**src/hdl/fetch_consts.svh**
```systemverilog
/* fetch front end constants
   queue sizing, boot base, byte order and fixed instruction words */
`ifndef FETCH_CONSTS_SVH
`define FETCH_CONSTS_SVH

// queue depth is 2**FETCH_QUE_ADDR_WIDTH entries
`define FETCH_QUE_ADDR_WIDTH 4
// free slots at or below this raise almost_full
`define FETCH_ALMOST_FULL_MARGIN 2

`define FETCH_BOOT_BASE 32'h0001_0000

// 1 swaps the bytes of every fetched word before issue
`define FETCH_LITTLE_ENDIAN 1

`define INSTR_ECALL 32'h0000_0073
`define INSTR_NOP 32'h0000_0013

`endif

```
**src/hdl/core_types_pkg.sv**
```systemverilog
/* core word types
   machine word, instruction word and fetch FSM states */
package core_types_pkg;

	localparam int xlen = 32;

	typedef logic [xlen-1:0] data_t;
	typedef logic [xlen-1:0] instr_t;

	// DEBUG    idle, control is with the debugger
	// FETCH    reads are issued to instruction memory
	// STALL    queue is almost full, no new reads
	// ECALL_WAIT  fetched an ecall, waiting for it to retire
	typedef enum logic [1:0] {
		DEBUG,
		FETCH,
		STALL,
		ECALL_WAIT
	} fetch_state_t;

endpackage : core_types_pkg

```
**src/hdl/fetch_bus_pkg.sv**
```systemverilog
/* fetch stage link types
   packed structs passed between fetch stages and to decode */
package fetch_bus_pkg;

	typedef struct packed {
		core_types_pkg::instr_t instr;
		core_types_pkg::data_t  pc;
	} queue_entry_t;

	typedef struct packed {
		core_types_pkg::instr_t instr;
		core_types_pkg::data_t  pc;
		logic                   valid;
	} issue_t;

	typedef struct packed {
		logic                   request;
		core_types_pkg::data_t  target;
	} redirect_t;

endpackage : fetch_bus_pkg

```
**src/hdl/pc_gen.sv**
```systemverilog
/* program counter stage
   boot load, redirect capture and advance on completed fetches */
`include "fetch_consts.svh"

module pc_gen (
	input  logic                     clk,
	input  logic                     rst_n,
	input  logic                     go,
	input  logic [9:0]               boot_index,
	input  fetch_bus_pkg::redirect_t redirect,
	input  logic                     fetch_advance,
	input  logic                     response_pending,
	output core_types_pkg::data_t    pc
);
	import core_types_pkg::*;

	logic  booted;
	logic  hold_valid;
	data_t hold_target;
	data_t boot_pc;

	assign boot_pc = `FETCH_BOOT_BASE + (data_t'(boot_index) << 2);

	always_ff @(posedge clk or negedge rst_n) begin
		if (!rst_n) begin
			booted     <= 1'b0;
			hold_valid <= 1'b0;
			pc         <= `FETCH_BOOT_BASE;
		end else begin
			if (go)
				booted <= 1'b1;

			// a target seen mid-read waits for that read to come back
			if (redirect.request && response_pending)
				hold_valid <= 1'b1;
			else if (redirect.request || fetch_advance)
				hold_valid <= 1'b0;

			if (go && !booted)
				pc <= boot_pc;
			else if (redirect.request && !response_pending)
				pc <= redirect.target;
			else if (fetch_advance)
				pc <= hold_valid ? hold_target : pc + 32'd4;
		end
	end

	always_ff @(posedge clk) begin
		if (redirect.request)
			hold_target <= redirect.target;
	end

endmodule : pc_gen

```
**src/hdl/fetch_ctrl.sv**
```systemverilog
/* fetch control FSM
   issues memory reads, enqueues responses and drops stale ones after a flush */
`include "fetch_consts.svh"

module fetch_ctrl (
	input  logic                        clk,
	input  logic                        rst_n,
	input  logic                        go,
	input  logic                        flush,
	input  core_types_pkg::data_t       pc,
	input  logic                        almost_full,
	input  core_types_pkg::instr_t      retired_instr,
	output core_types_pkg::data_t       mem_addr,
	output logic                        mem_rd,
	input  core_types_pkg::data_t       mem_rdata,
	input  logic                        mem_done,
	output logic                        fetch_advance,
	output logic                        response_pending,
	output logic                        enq,
	output fetch_bus_pkg::queue_entry_t enq_entry
);
	import core_types_pkg::*;

	fetch_state_t state, state_next;
	logic         discard;
	logic         read_done;
	logic         is_ecall;

	assign read_done        = mem_rd && mem_done;
	assign response_pending = mem_rd && !mem_done;
	assign fetch_advance    = read_done;
	assign is_ecall         = (mem_rdata == `INSTR_ECALL);

	// responses made stale by a flush never reach the queue
	assign enq       = read_done && !discard && !flush;
	assign enq_entry = '{instr: mem_rdata, pc: pc};
	// pc only moves on completion or redirect, so it holds the read address
	assign mem_addr  = pc;

	always_comb begin
		state_next = state;
		unique case (state)
			DEBUG:
				if (go)
					state_next = FETCH;
			FETCH:
				if (response_pending)
					state_next = FETCH;
				else if (enq && is_ecall)
					state_next = ECALL_WAIT;
				else if (almost_full)
					state_next = STALL;
			STALL:
				if (!almost_full)
					state_next = FETCH;
			ECALL_WAIT:
				// an older branch taken means the ecall will never retire
				if (flush)
					state_next = FETCH;
				else if (retired_instr == `INSTR_ECALL)
					state_next = DEBUG;
			default:
				state_next = DEBUG;
		endcase
	end

	always_ff @(posedge clk or negedge rst_n) begin
		if (!rst_n) begin
			state   <= DEBUG;
			mem_rd  <= 1'b0;
			discard <= 1'b0;
		end else begin
			state <= state_next;
			// read starts one cycle into FETCH and chains back to back
			mem_rd <= (state == FETCH) && (state_next == FETCH);
			if (flush && response_pending)
				discard <= 1'b1;
			else if (mem_done)
				discard <= 1'b0;
		end
	end

endmodule : fetch_ctrl

```
**src/hdl/instr_queue.sv**
```systemverilog
/* instruction queue
   circular buffer of instruction and pc pairs with flush and almost-full level */
`include "fetch_consts.svh"

module instr_queue (
	input  logic                        clk,
	input  logic                        rst_n,
	input  logic                        flush,
	input  logic                        enq,
	input  fetch_bus_pkg::queue_entry_t enq_entry,
	input  logic                        deq,
	output fetch_bus_pkg::queue_entry_t head,
	output logic                        empty,
	output logic                        almost_full
);
	import fetch_bus_pkg::*;

	localparam int aw    = `FETCH_QUE_ADDR_WIDTH;
	localparam int depth = 1 << aw;

	queue_entry_t   entries [depth];
	logic [aw-1:0]  wr_ptr;
	logic [aw-1:0]  rd_ptr;
	logic [aw:0]    count;

	assign head        = entries[rd_ptr];
	assign empty       = (count == '0);
	assign almost_full = ((depth - count) <= `FETCH_ALMOST_FULL_MARGIN);

	always_ff @(posedge clk or negedge rst_n) begin
		if (!rst_n) begin
			wr_ptr <= '0;
			rd_ptr <= '0;
			count  <= '0;
		end else if (flush) begin
			wr_ptr <= '0;
			rd_ptr <= '0;
			count  <= '0;
		end else begin
			if (enq)
				wr_ptr <= wr_ptr + 1'b1;
			if (deq)
				rd_ptr <= rd_ptr + 1'b1;
			// simultaneous enq and deq leave the count unchanged
			if (enq && !deq)
				count <= count + 1'b1;
			else if (deq && !enq)
				count <= count - 1'b1;
		end
	end

	always_ff @(posedge clk) begin
		if (enq)
			entries[wr_ptr] <= enq_entry;
	end

endmodule : instr_queue

```
**src/hdl/issue_stage.sv**
```systemverilog
/* issue stage
   output register toward decode, applies byte order and holds under stall */
`include "fetch_consts.svh"

module issue_stage (
	input  logic                        clk,
	input  logic                        rst_n,
	input  logic                        flush,
	input  logic                        stall,
	input  fetch_bus_pkg::queue_entry_t head,
	input  logic                        empty,
	output logic                        deq,
	output fetch_bus_pkg::issue_t       issue
);
	import core_types_pkg::*;

	localparam bit little_endian = `FETCH_LITTLE_ENDIAN;

	logic   valid;
	logic   load;
	instr_t instr_q;
	data_t  pc_q;
	instr_t head_instr;

	assign head_instr = little_endian ?
		{head.instr[7:0], head.instr[15:8], head.instr[23:16], head.instr[31:24]} :
		head.instr;

	// register may take a new word when it is empty or decode accepts it
	assign load = !valid || !stall;
	assign deq  = load && !empty && !flush;

	always_ff @(posedge clk or negedge rst_n) begin
		if (!rst_n)
			valid <= 1'b0;
		else if (flush)
			valid <= 1'b0;
		else if (load)
			valid <= !empty;
	end

	always_ff @(posedge clk) begin
		if (deq) begin
			instr_q <= head_instr;
			pc_q    <= head.pc;
		end
	end

	assign issue.valid = valid;
	assign issue.instr = valid ? instr_q : `INSTR_NOP;
	assign issue.pc    = valid ? pc_q : '0;

endmodule : issue_stage

```
**src/hdl/fetch_top.sv**
```systemverilog
/* instruction fetch front end
   pc_gen, fetch_ctrl, instr_queue and issue_stage in a pipeline */
module fetch_top (
	input  logic                     clk,
	input  logic                     rst_n,
	input  logic                     go,
	input  logic [9:0]               boot_index,
	input  fetch_bus_pkg::redirect_t redirect,
	input  logic                     stall,
	input  core_types_pkg::instr_t   retired_instr,
	output core_types_pkg::data_t    mem_addr,
	output logic                     mem_rd,
	input  core_types_pkg::data_t    mem_rdata,
	input  logic                     mem_done,
	output fetch_bus_pkg::issue_t    issue
);
	import core_types_pkg::*;
	import fetch_bus_pkg::*;

	data_t        pc;
	logic         fetch_advance;
	logic         response_pending;
	logic         enq;
	queue_entry_t enq_entry;
	queue_entry_t head;
	logic         empty;
	logic         almost_full;
	logic         deq;

	pc_gen u_pc_gen (
		.clk              (clk),
		.rst_n            (rst_n),
		.go               (go),
		.boot_index       (boot_index),
		.redirect         (redirect),
		.fetch_advance    (fetch_advance),
		.response_pending (response_pending),
		.pc               (pc)
	);

	fetch_ctrl u_fetch_ctrl (
		.clk              (clk),
		.rst_n            (rst_n),
		.go               (go),
		.flush            (redirect.request),
		.pc               (pc),
		.almost_full      (almost_full),
		.retired_instr    (retired_instr),
		.mem_addr         (mem_addr),
		.mem_rd           (mem_rd),
		.mem_rdata        (mem_rdata),
		.mem_done         (mem_done),
		.fetch_advance    (fetch_advance),
		.response_pending (response_pending),
		.enq              (enq),
		.enq_entry        (enq_entry)
	);

	instr_queue u_instr_queue (
		.clk         (clk),
		.rst_n       (rst_n),
		.flush       (redirect.request),
		.enq         (enq),
		.enq_entry   (enq_entry),
		.deq         (deq),
		.head        (head),
		.empty       (empty),
		.almost_full (almost_full)
	);

	issue_stage u_issue_stage (
		.clk   (clk),
		.rst_n (rst_n),
		.flush (redirect.request),
		.stall (stall),
		.head  (head),
		.empty (empty),
		.deq   (deq),
		.issue (issue)
	);

endmodule : fetch_top

```
**config.mk**
```make
export PLATFORM = sky130hd
export DESIGN_NAME = fetch_top
export DESIGN_NICKNAME = d
export VERILOG_FILES = /design/src/hdl/core_types_pkg.sv /design/src/hdl/fetch_bus_pkg.sv /design/src/hdl/pc_gen.sv /design/src/hdl/fetch_ctrl.sv /design/src/hdl/instr_queue.sv /design/src/hdl/issue_stage.sv /design/src/hdl/fetch_top.sv
export VERILOG_INCLUDE_DIRS = /design/src /design/src/hdl
export SDC_FILE = /design/constraint.sdc
export NUM_CORES = 1
export LEC_CHECK = 0
export BUFFER_PORTS_ARGS = -buffer_cell sky130_fd_sc_hd__clkbuf_2
export CAP_MARGIN = 40
export CORE_AREA = 8 8 341 244
export DETAILED_ROUTE_END_ITERATION = 10
export DIE_AREA = 0 0 349 252
export PLACE_DENSITY_LB_ADDON = 0.05
export REMOVE_ABC_BUFFERS = 1
export SLEW_MARGIN = 0
export SYNTH_ARGS = -nofsm -noshare
export SYNTH_HDL_FRONTEND = slang
export SYNTH_SLANG_ARGS = --single-unit
```
**constraint.sdc**
```tcl
create_clock -name clk -period 8.4 [get_ports clk]
set_input_delay 2.52 -clock clk [delete_from_list [all_inputs] [get_ports clk]]
set_output_delay 2.52 -clock clk [all_outputs]
set_load 0.1 [all_outputs]
```
# After elaboration in Yosys (flattened, before gate mapping)
# Memories as Yosys holds them, arrays and structs flattened. A register that Yosys moved wholly into a read port is not among the register bits.
# Cells that the tools add are included.
[op_classes]
addsub = 7
magnitude_cmp = 1
n_eq_ne = 6
n_mux = 29
n_reduce_logical = 34
[ops]
columns = ["operator", "count"]
rows = [
  ["two-way mux 32 bit", 6],
  ["equality test 32 x 7 -> 1 bit, second input constant", 2],
  ["adder 32 x 3 -> 32 bit, second input constant", 1],
  ["less-or-equal comparator 32 x 2 -> 1 bit, second input constant", 1],
  ["adder 17 x 12 -> 18 bit, first input constant", 1],
  ["two-way mux 4 bit", 4],
  ["two-way mux 5 bit", 3],
  ["two-way mux 2 bit", 7],
  ["logical AND 1 bit", 13],
  ["zero test 1 bit", 10],
  ["nonzero test 2 bit", 5],
  ["adder 4 x 1 -> 4 bit, second input constant", 2],
  ["two-way mux 1 bit", 8],
  ["case mux 2 bit (4 select lines)", 1],
  ["nonzero test 3 bit", 2],
  ["subtractor 5 x 5 -> 6 bit, first input constant", 1],
  ["adder 5 x 1 -> 5 bit, second input constant", 1],
  ["zero test 5 bit", 1],
  ["subtractor 5 x 1 -> 5 bit, second input constant", 1],
  ["equality test 2 x 1 -> 1 bit, second input constant", 2],
  ["equality test 2 bit, second input constant", 2],
  ["zero test 2 bit", 1],
  ["logical OR 1 bit", 2],
]
[totals]
register_bits = 84
mem_bits_rw = 1024
input_bits = 112
output_inout_bits = 98
elab_cells = 89
mem_count = 1
[memory_table]
columns = ["memory", "words", "word_bits", "read_ports", "rd_clocked_by_memory_dff", "wr", "line_no", "source"]
rows = [
  ["u_instr_queue.entries", 16, 64, 1, 1, 1, "instr_queue.sv:21", "queue_entry_t entries [depth];"],
]

# Longest topological paths before layout
# Gate-level depths: netlist (run 1).
[depth]
depth_word = 9
ltp_mapped = 13
depth_no_buf = 13

# By module
# A second synthesis (run 1) with hierarchy kept.
[hier_totals]
cells_unflattened = 2339
area_unflattened_um2 = 46347.0
[by_module_without_submodules]
columns = ["mod", "instances", "cells_each", "area_per_inst_um2", "seq_area_each_um2"]
rows = [
  ["instr_queue", 1, 1676, 39170.1, 31074.8],
  ["pc_gen", 1, 375, 3619.7, 1813.0],
  ["issue_stage", 1, 140, 2437.3, 1946.9],
  ["fetch_ctrl", 1, 148, 1119.8, 100.1],
]

# Least setup slack after synthesis (run 1)
# No wires, ideal clock.
[synth_timing]
path_kind = "input to register"
from = "input mem_done"
to = "memory u_instr_queue.entries[3][0] (netlist name), enable pin"
setup_time_ps = 644
arrival_time_ps = 9036
required_time_ps = 7756
path_slack_ps = -1280
path_stages = 3
path_buffers = 0
path_cell_list = "nand2_1 -> or3_1 -> nor4_1"
[synth_via]
elab_chain_len = 5
[synth_lines]
columns = ["element", "line_no", "source"]
rows = [
  ["start, declared", "fetch_top.sv:14", "input logic mem_done,"],
  ["logical AND 1 bit", "fetch_ctrl.sv:29", "assign read_done = mem_rd && mem_done;"],
  ["logical AND 1 bit (2 in series)", "fetch_ctrl.sv:35", "assign enq = read_done && !discard && !flush;"],
  ["two-way mux 1 bit", "instr_queue.sv:53", "if (enq)"],
  ["two-way mux 1 bit (implied by the code)", "instr_queue.sv:54", "entries[wr_ptr] <= enq_entry;"],
  ["end, declared", "instr_queue.sv:21", ""],
]
# No other way between the ends.

==> results of run 1 <==
final timing paths:
check / startpoint / end / slack, ns
setup / recovery: u_issue_stage.valid / issue[5] / 3.10
hold / removal: u_fetch_ctrl.state[1] / u_fetch_ctrl.mem_rd / 0.52
setup reg to reg: u_instr_queue.rd_ptr[2] / u_issue_stage.instr_q[19] / 4.83
hold reg to reg: u_fetch_ctrl.state[1] / u_fetch_ctrl.mem_rd / 0.52
max in group asynchronous: rst_n / u_instr_queue.rd_ptr[3] / 5.82
min in group asynchronous: rst_n / u_pc_gen.pc[26] / 2.00
power groups by stage:
stage / logic, W / clock network (W) / registers (W)
2_1_floorplan: 0.00312 / 0 / 0.00852
3_3_place_gp: 0.00445 / 0 / 0.00765
3_5_place_dp: 0.00457 / 0 / 0.00768
4_1_cts: 0.00457 / 0.00496 / 0.00756
5_1_grt: 0.00481 / 0.00517 / 0.00760
6_report: 0.00456 / 0.00488 / 0.00756
area by class of cell:
| class | count | area share |
|---|---|---|
| Clock inverter | 63 | 0.0113 |
| Timing Repair Buffer | 289 | 0.0370 |
| Inverter | 21 | 0.00150 |
| Sequential cell | 1172 | 0.664 |
| Tap cell | 1056 | 0.0251 |
| Multi-Input combinational cell | 1221 | 0.205 |
| Clock buffer | 139 | 0.0561 |
| Antenna cell | 2 | 0.0000951 |
stage by stage:
step / cells / instance area [um2] / setup slack, ns / utilization
finish: 3963 / 52600 / 3.10 / 0.676
global placement: 3744 / 48700 / 2.81 / 0.626
detailed placement: 3759 / 49100 / 2.77 / 0.631
global route: 3961 / 52600 / 2.97 / 0.676
CTS: 3961 / 52600 / 3.00 / 0.676
floorplan: 2414 / 45700 / -5.42 / -
cell usage after synthesis (4+ instances only):
master,n
a21oi_1,93
a221o_1,4
a221oi_1,66
a22o_1,5
a22oi_1,65
a2bb2oi_1,4
a31oi_1,8
a32oi_1,5
and2_1,66
and3_1,11
buf_1,6
buf_2,38
buf_4,4
clkbuf_1,92
dfrtp_1,51
edfxtp_1,1120
ha_1,12
inv_1,20
mux2_2,65
mux2i_1,198
mux4_2,128
nand2_1,111
nand2b_1,7
nand3_1,20
nand4_1,11
nor2_1,41
nor2b_1,4
nor3_1,25
nor4_1,20
o211ai_1,11
o21ai_0,154
o31ai_1,5
o41ai_1,4
xnor2_1,10
xor2_1,11
state kept, by name, indices dropped and copies added, names as in the netlist, 2 cells and up:
| register | cells |
|---|---|
| u_fetch_ctrl.state | 2 |
| u_instr_queue.count | 5 |
| u_instr_queue.entries | 1024 |
| u_instr_queue.rd_ptr | 4 |
| u_instr_queue.wr_ptr | 4 |
| u_issue_stage.instr_q | 32 |
| u_issue_stage.pc_q | 32 |
| u_pc_gen.hold_target | 32 |
| u_pc_gen.pc | 32 |
cells by family after synthesis:
logic type	after synthesis
flip-flops	1172
AO/OA/AOI/OAI	460
multiplexers	391
AND/OR/NAND/NOR	336
buffers and inverters	161
XOR/XNOR	21
adder cells (fa/ha/maj)	13
per-layer routing:
metal  routed length [um]  part of all wire  global-route usage  up-vias
met5                    0                 0                   0        -
met4                 2340             0.021              0.0603        0
met3                 9060             0.081              0.0536      152
met2                51900              0.47               0.391     1071
met1                48300              0.43               0.366    13300
li1                     -                 -                   -    10900
==> run summary, run 1 <==
================================================================================
Outcome                                                             finished, final reports clean
Drt first pass iters                                                           6
Switching fraction of total power                                          0.333
Global Route Usage Sum                                                     0.251
Combined area of the multi-input logic cells                          10,800 um2
Vias/cell                                                                   6.41
Worst supply voltage drop on vdd                                        0.250 mV
Mean post-synth cell area                                               18.1 um2
Via count of the first global-routing pass                                26,000
Sequential standard cell area                                         34,900 um2
Initial antenna violation count                                                1
Post-synth EDFFs                                                           1,120
Core Box Area                                                         77,800 um2
Simple-Gate Fraction of Synth Area                                        0.0372
Count of buffer and inverter cells on the critical path                        2
Number of logic stages on the critical path including buffering                3
Starting Density                                                           0.595
Critical-path cell with the highest stage delay                          dfrtp_2
Power per unit of standard cell area                                  323 nW/um2
Max-slew violations                                                            0
Compound-cell area share of the yosys netlist                             0.0645
Kind of cell adding the most delay to the critical path             buffers and inverters
Unrepaired setup endpoints after global routing                            false
Headroom to the max-slew limit                                             0.310
Clock tree sinks                                                           1,172
Total number of nets in the final design                                   2,938
Commonest non-fill, non-tap cell in the layout                          edfxtp_1
Worst Skew                                                             0.0199 ns
Number of hold violations in the final report                                  0
Die area                                                              87,900 um2
DRC errors left                                                                0
Worst Setup End Kind                                                primary output
Min Hold Slack                                                          0.518 ns
Most instantiated flip-flop cell in the synthesis netlist               edfxtp_1
Dominant cells by area after synthesis                              edfxtp_1, mux4_2, mux2i_1, dfrtp_1, o21ai_0
Critical path fanouts, max                                                    42
DRT iter0 DRCs                                                             2,442
Syn-to-layout area delta                                                   13.8%
Reg power frac                                                             0.445
Largest family of logic cells by synthesized area                   multiplexers
Number of buffers added by the clock tree synthesis step                     108
Max frequency                                                            189 MHz
Number of resized instances in the post-cts repair step                        0
Cell leakage power                                                       17.4 nW
Hpwl dp                                                                63,900 um
CP required                                                              5.88 ns
Hold buffers post-CTS                                                          0
Post-synthesis cell type with the largest combined area                 edfxtp_1
Kind of critical path                                               register to primary output
Port buffer count                                                            209
Max-cap viol count                                                             0
Switching power total                                                  0.00566 W
IO Pins                                                                      210
Post-CTS Setup Bufs                                                            0
Congestion Overflow GR                                                         0
Skew-Pair Late Insertion Delay                                           0.68 ns
Count of H-tree levels built during CTS                                        3
Maximum buffer depth of the clock tree                                         3
Post-Synthesis Cell Area                                              46,300 um2
FFs w/ async S/R, synth                                                   0.0444
Overall Power                                                           0.0170 W
Number of library cell types mapped by synthesis                              72
Total wire length after detailed routing                              112,000 um
Clock tree from TritonCTS                                                   done
Chip Width                                                                349 um
Final TNS setup                                                             0 ns
Drt wl/cell                                                              28.1 um
Minimum clock period after layout                                        5.30 ns
Cells traversed along the worst timing path                         buf_4 > and2_1 > clkbuf_2
Clock power frac                                                           0.287
Global-route wire length before repair                                165,000 um
Number of standard cells after synthesis                                   2,554
Worst hold path cell count                                                     1
Clock tree root driver cell                                            clkbuf_16
Combinational fraction of design power                                     0.268
Arrival time worst endpoint                                              2.78 ns
# fillers                                                                  5,145
Worst-Margin Slew                                                        1.03 ns
Number of placement rows                                                      86
Clock-pin transition on the worst setup and hold timing paths            0.07 ns
Total via count in the routed design                                      25,400
Fraction of synthesized area in multiplexers                               0.121
Most frequent cells in the layout                                   edfxtp_1, clkbuf_2, mux2i_1
Seq cells post-synth                                                       1,172
Pin count of the biggest net entering global routing                         133
Top cell type's share of synthesized area                                  0.727
GPL Wtd Cong                                                               0.870
Worst min path class                                                register to register
Internal                                                                0.0113 W
Share of the yosys chip area belonging to registers                        0.755
Count of synthesis-stage warnings from yosys                                   0
Share of the synthesized netlist area taken by xor and xnor gates        0.00398
Share of post-route cells with drive strength above 1                      0.233
Finish-stage setup viols                                                       0
Number of nets with antenna violations after routing                           0
Adder-cell area share of the yosys netlist                               0.00368
Post-route clock period utilization                                        0.631
FF-to-FF path depth                                                            8
Startpoint kind of the worst setup timing path                          register
Vert. Die Dim                                                             252 um
Largest stage delay on the critical path                                 0.76 ns
================================================================================
Power figures use the tool's default switching activity.
==> run 2, diff against run 1 <==
--- a/config.mk
+++ b/config.mk
@@ -8,9 +8,9 @@
 export LEC_CHECK = 0
 export BUFFER_PORTS_ARGS = -buffer_cell sky130_fd_sc_hd__clkbuf_2
 export CAP_MARGIN = 40
-export CORE_AREA = 8 8 341 244
+export CORE_AREA = 8 8 356 254
 export DETAILED_ROUTE_END_ITERATION = 10
-export DIE_AREA = 0 0 349 252
+export DIE_AREA = 0 0 364 262
 export PLACE_DENSITY_LB_ADDON = 0.05
 export REMOVE_ABC_BUFFERS = 1
 export SLEW_MARGIN = 0
==> constraint.sdc (replaced) <==
create_clock -name clk -period 4.35 [get_ports clk]
set_input_delay 1.305 -clock clk [delete_from_list [all_inputs] [get_ports clk]]
set_output_delay 1.305 -clock clk [all_outputs]
set_load 0.1 [all_outputs]
==> run summary, run 2 (same netlist as run 1, synthesis figures left out) <==
==================================================================================
Outcome                                                               finished, final reports clean
Number of buffers added by the clock tree synthesis step                       109
Headroom to the max-slew limit                                               0.391
CP required                                                                3.04 ns
Critical-path cell with the highest stage delay                            dfrtp_2
Minimum clock period after layout                                          3.57 ns
Clock tree sinks                                                             1,172
Number of placement rows                                                        90
Min Hold Slack                                                            0.487 ns
Via count of the first global-routing pass                                  25,600
Clock tree from TritonCTS                                                     done
Vias/cell                                                                     6.27
Core Box Area                                                           85,000 um2
Arrival time worst endpoint                                                2.27 ns
Post-route clock period utilization                                          0.821
Kind of cell adding the most delay to the critical path               buffers and inverters
Kind of critical path                                                 register to primary output
Layout Cells excl Fill                                                       4,082
Worst Skew                                                               0.0246 ns
Clock-pin transition on the worst setup and hold timing paths              0.07 ns
Register with the most flip-flops                                     u_instr_queue.entries
Die area                                                                95,400 um2
Worst min path class                                                  register to register
Skew-Pair Late Insertion Delay                                             0.67 ns
Critical path fanouts, max                                                      24
Port buffer count                                                              209
Worst-Margin Slew                                                         0.913 ns
DRT iter0 DRCs                                                               2,704
Vert. Die Dim                                                               262 um
Number of hold violations in the final report                                    0
Count of H-tree levels built during CTS                                          3
Max frequency                                                              280 MHz
Most frequent cells in the layout                                     edfxtp_1, clkbuf_2, mux2i_1
Flip-flop count of the largest register, all copies and words added          1,024
Unrepaired setup endpoints after global routing                              false
Count of buffer and inverter cells on the critical path                          2
Clock tree root driver cell                                              clkbuf_16
Commonest non-fill, non-tap cell in the layout                            edfxtp_1
Total via count in the routed design                                        25,600
Cells traversed along the worst timing path                           buf_4 > and2_1 > clkbuf_2
Max-slew violations                                                              0
IO Pins                                                                        210
DRC errors left                                                                  0
Number of resized instances in the post-cts repair step                          0
Startpoint kind of the worst setup timing path                            register
Total number of nets in the final design                                     2,969
Chip Width                                                                  364 um
Worst Setup End Kind                                                  primary output
Number of nets with antenna violations after routing                             0
Global Route Usage Sum                                                       0.244
Largest stage delay on the critical path                                   0.59 ns
Initial antenna violation count                                                  3
Starting Density                                                             0.544
GPL Wtd Cong                                                                 0.843
Drt first pass iters                                                             6
Max-cap viol count                                                               0
Share of post-route cells with drive strength above 1                        0.234
Worst supply voltage drop on vdd                                          0.424 mV
Congestion Overflow GR                                                           0
Post-CTS Setup Bufs                                                              0
Power per unit of standard cell area                                    616 nW/um2
Hold buffers post-CTS                                                            0
Finish-stage setup viols                                                         0
Pin count of the biggest net entering global routing                            65
Syn-to-layout area delta                                                     14.1%
Drt wl/cell                                                                28.7 um
Number of cells after detailed placement                                     3,883
Global-route wire length before repair                                  172,000 um
Total wire length after detailed routing                                117,000 um
Cell leakage power                                                         17.4 nW
Maximum buffer depth of the clock tree                                           3
Hpwl dp                                                                  68,300 um
==================================================================================
## run 2: cell types whose count changed in the layout (fill, tap and decap cells not counted), moves of 3 or more
cell	change
buf_12	+22
buf_4	+15
clkinv_1	+11
clkinvlp_4	-9
buf_16	-8
clkbuf_1	+7
bufinv_16	-5
clkbuf_8	-4
clkbuf_16	-3
## run 2: per-stage QoR
step	setup slack [ns]	instance area [um2]	TNS [ns]	total power, W	utilization
4_1_cts	0.716	52800	0	0.0327	0.621
6_report	0.778	52800	0	0.0325	0.621
3_3_place_gp	0.123	49400	0	0.0237	0.582
3_5_place_dp	0.674	49500	0	0.0239	0.583
2_1_floorplan	-9.47	45700	-3154.03	0.0206	-
5_1_grt	0.673	52800	0	0.0337	0.621
## run 2: per-layer routing
layer / up-vias / GRT usage / wire length, um
met5: - / 0 / 13
met4: 2 / 0.0576 / 2440
met3: 156 / 0.0436 / 9070
met2: 1032 / 0.370 / 53200
met1: 13400 / 0.372 / 52400
li1: 11000 / - / -
## run 2: where the power goes
| group | switching, W | internal, W |
|---|---|---|
| Sequential | 0.000952 | 0.0138 |
| Combinational | 0.00614 | 0.00279 |
| Clock | 0.00395 | 0.00489 |
## run 2: cell type report
cell class,count,area [um2]
Antenna cell,1,2.50
Clock buffer,139,2850
Clock inverter,59,392
Fill cell,6090,32300
Inverter,21,78.8
Multi-Input combinational cell,1221,10800
Sequential cell,1172,34900
Tap cell,1150,1440
Timing Repair Buffer,319,2280
## run 2: worst paths after layout
kind / slack [ns] / from / depth (start not counted) / end
min: 0.49 / u_pc_gen.booted / 1 / u_pc_gen.booted
max reg2reg: 1.32 / u_instr_queue.rd_ptr[2] / 6 / u_issue_stage.pc_q[17]
max: 0.78 / u_issue_stage.valid / 3 / issue[30]
min in group asynchronous: 0.59 / rst_n / 2 / u_pc_gen.hold_valid
min reg2reg: 0.49 / u_pc_gen.booted / 1 / u_pc_gen.booted
max in group asynchronous: 3.13 / rst_n / 3 / u_pc_gen.pc[16]
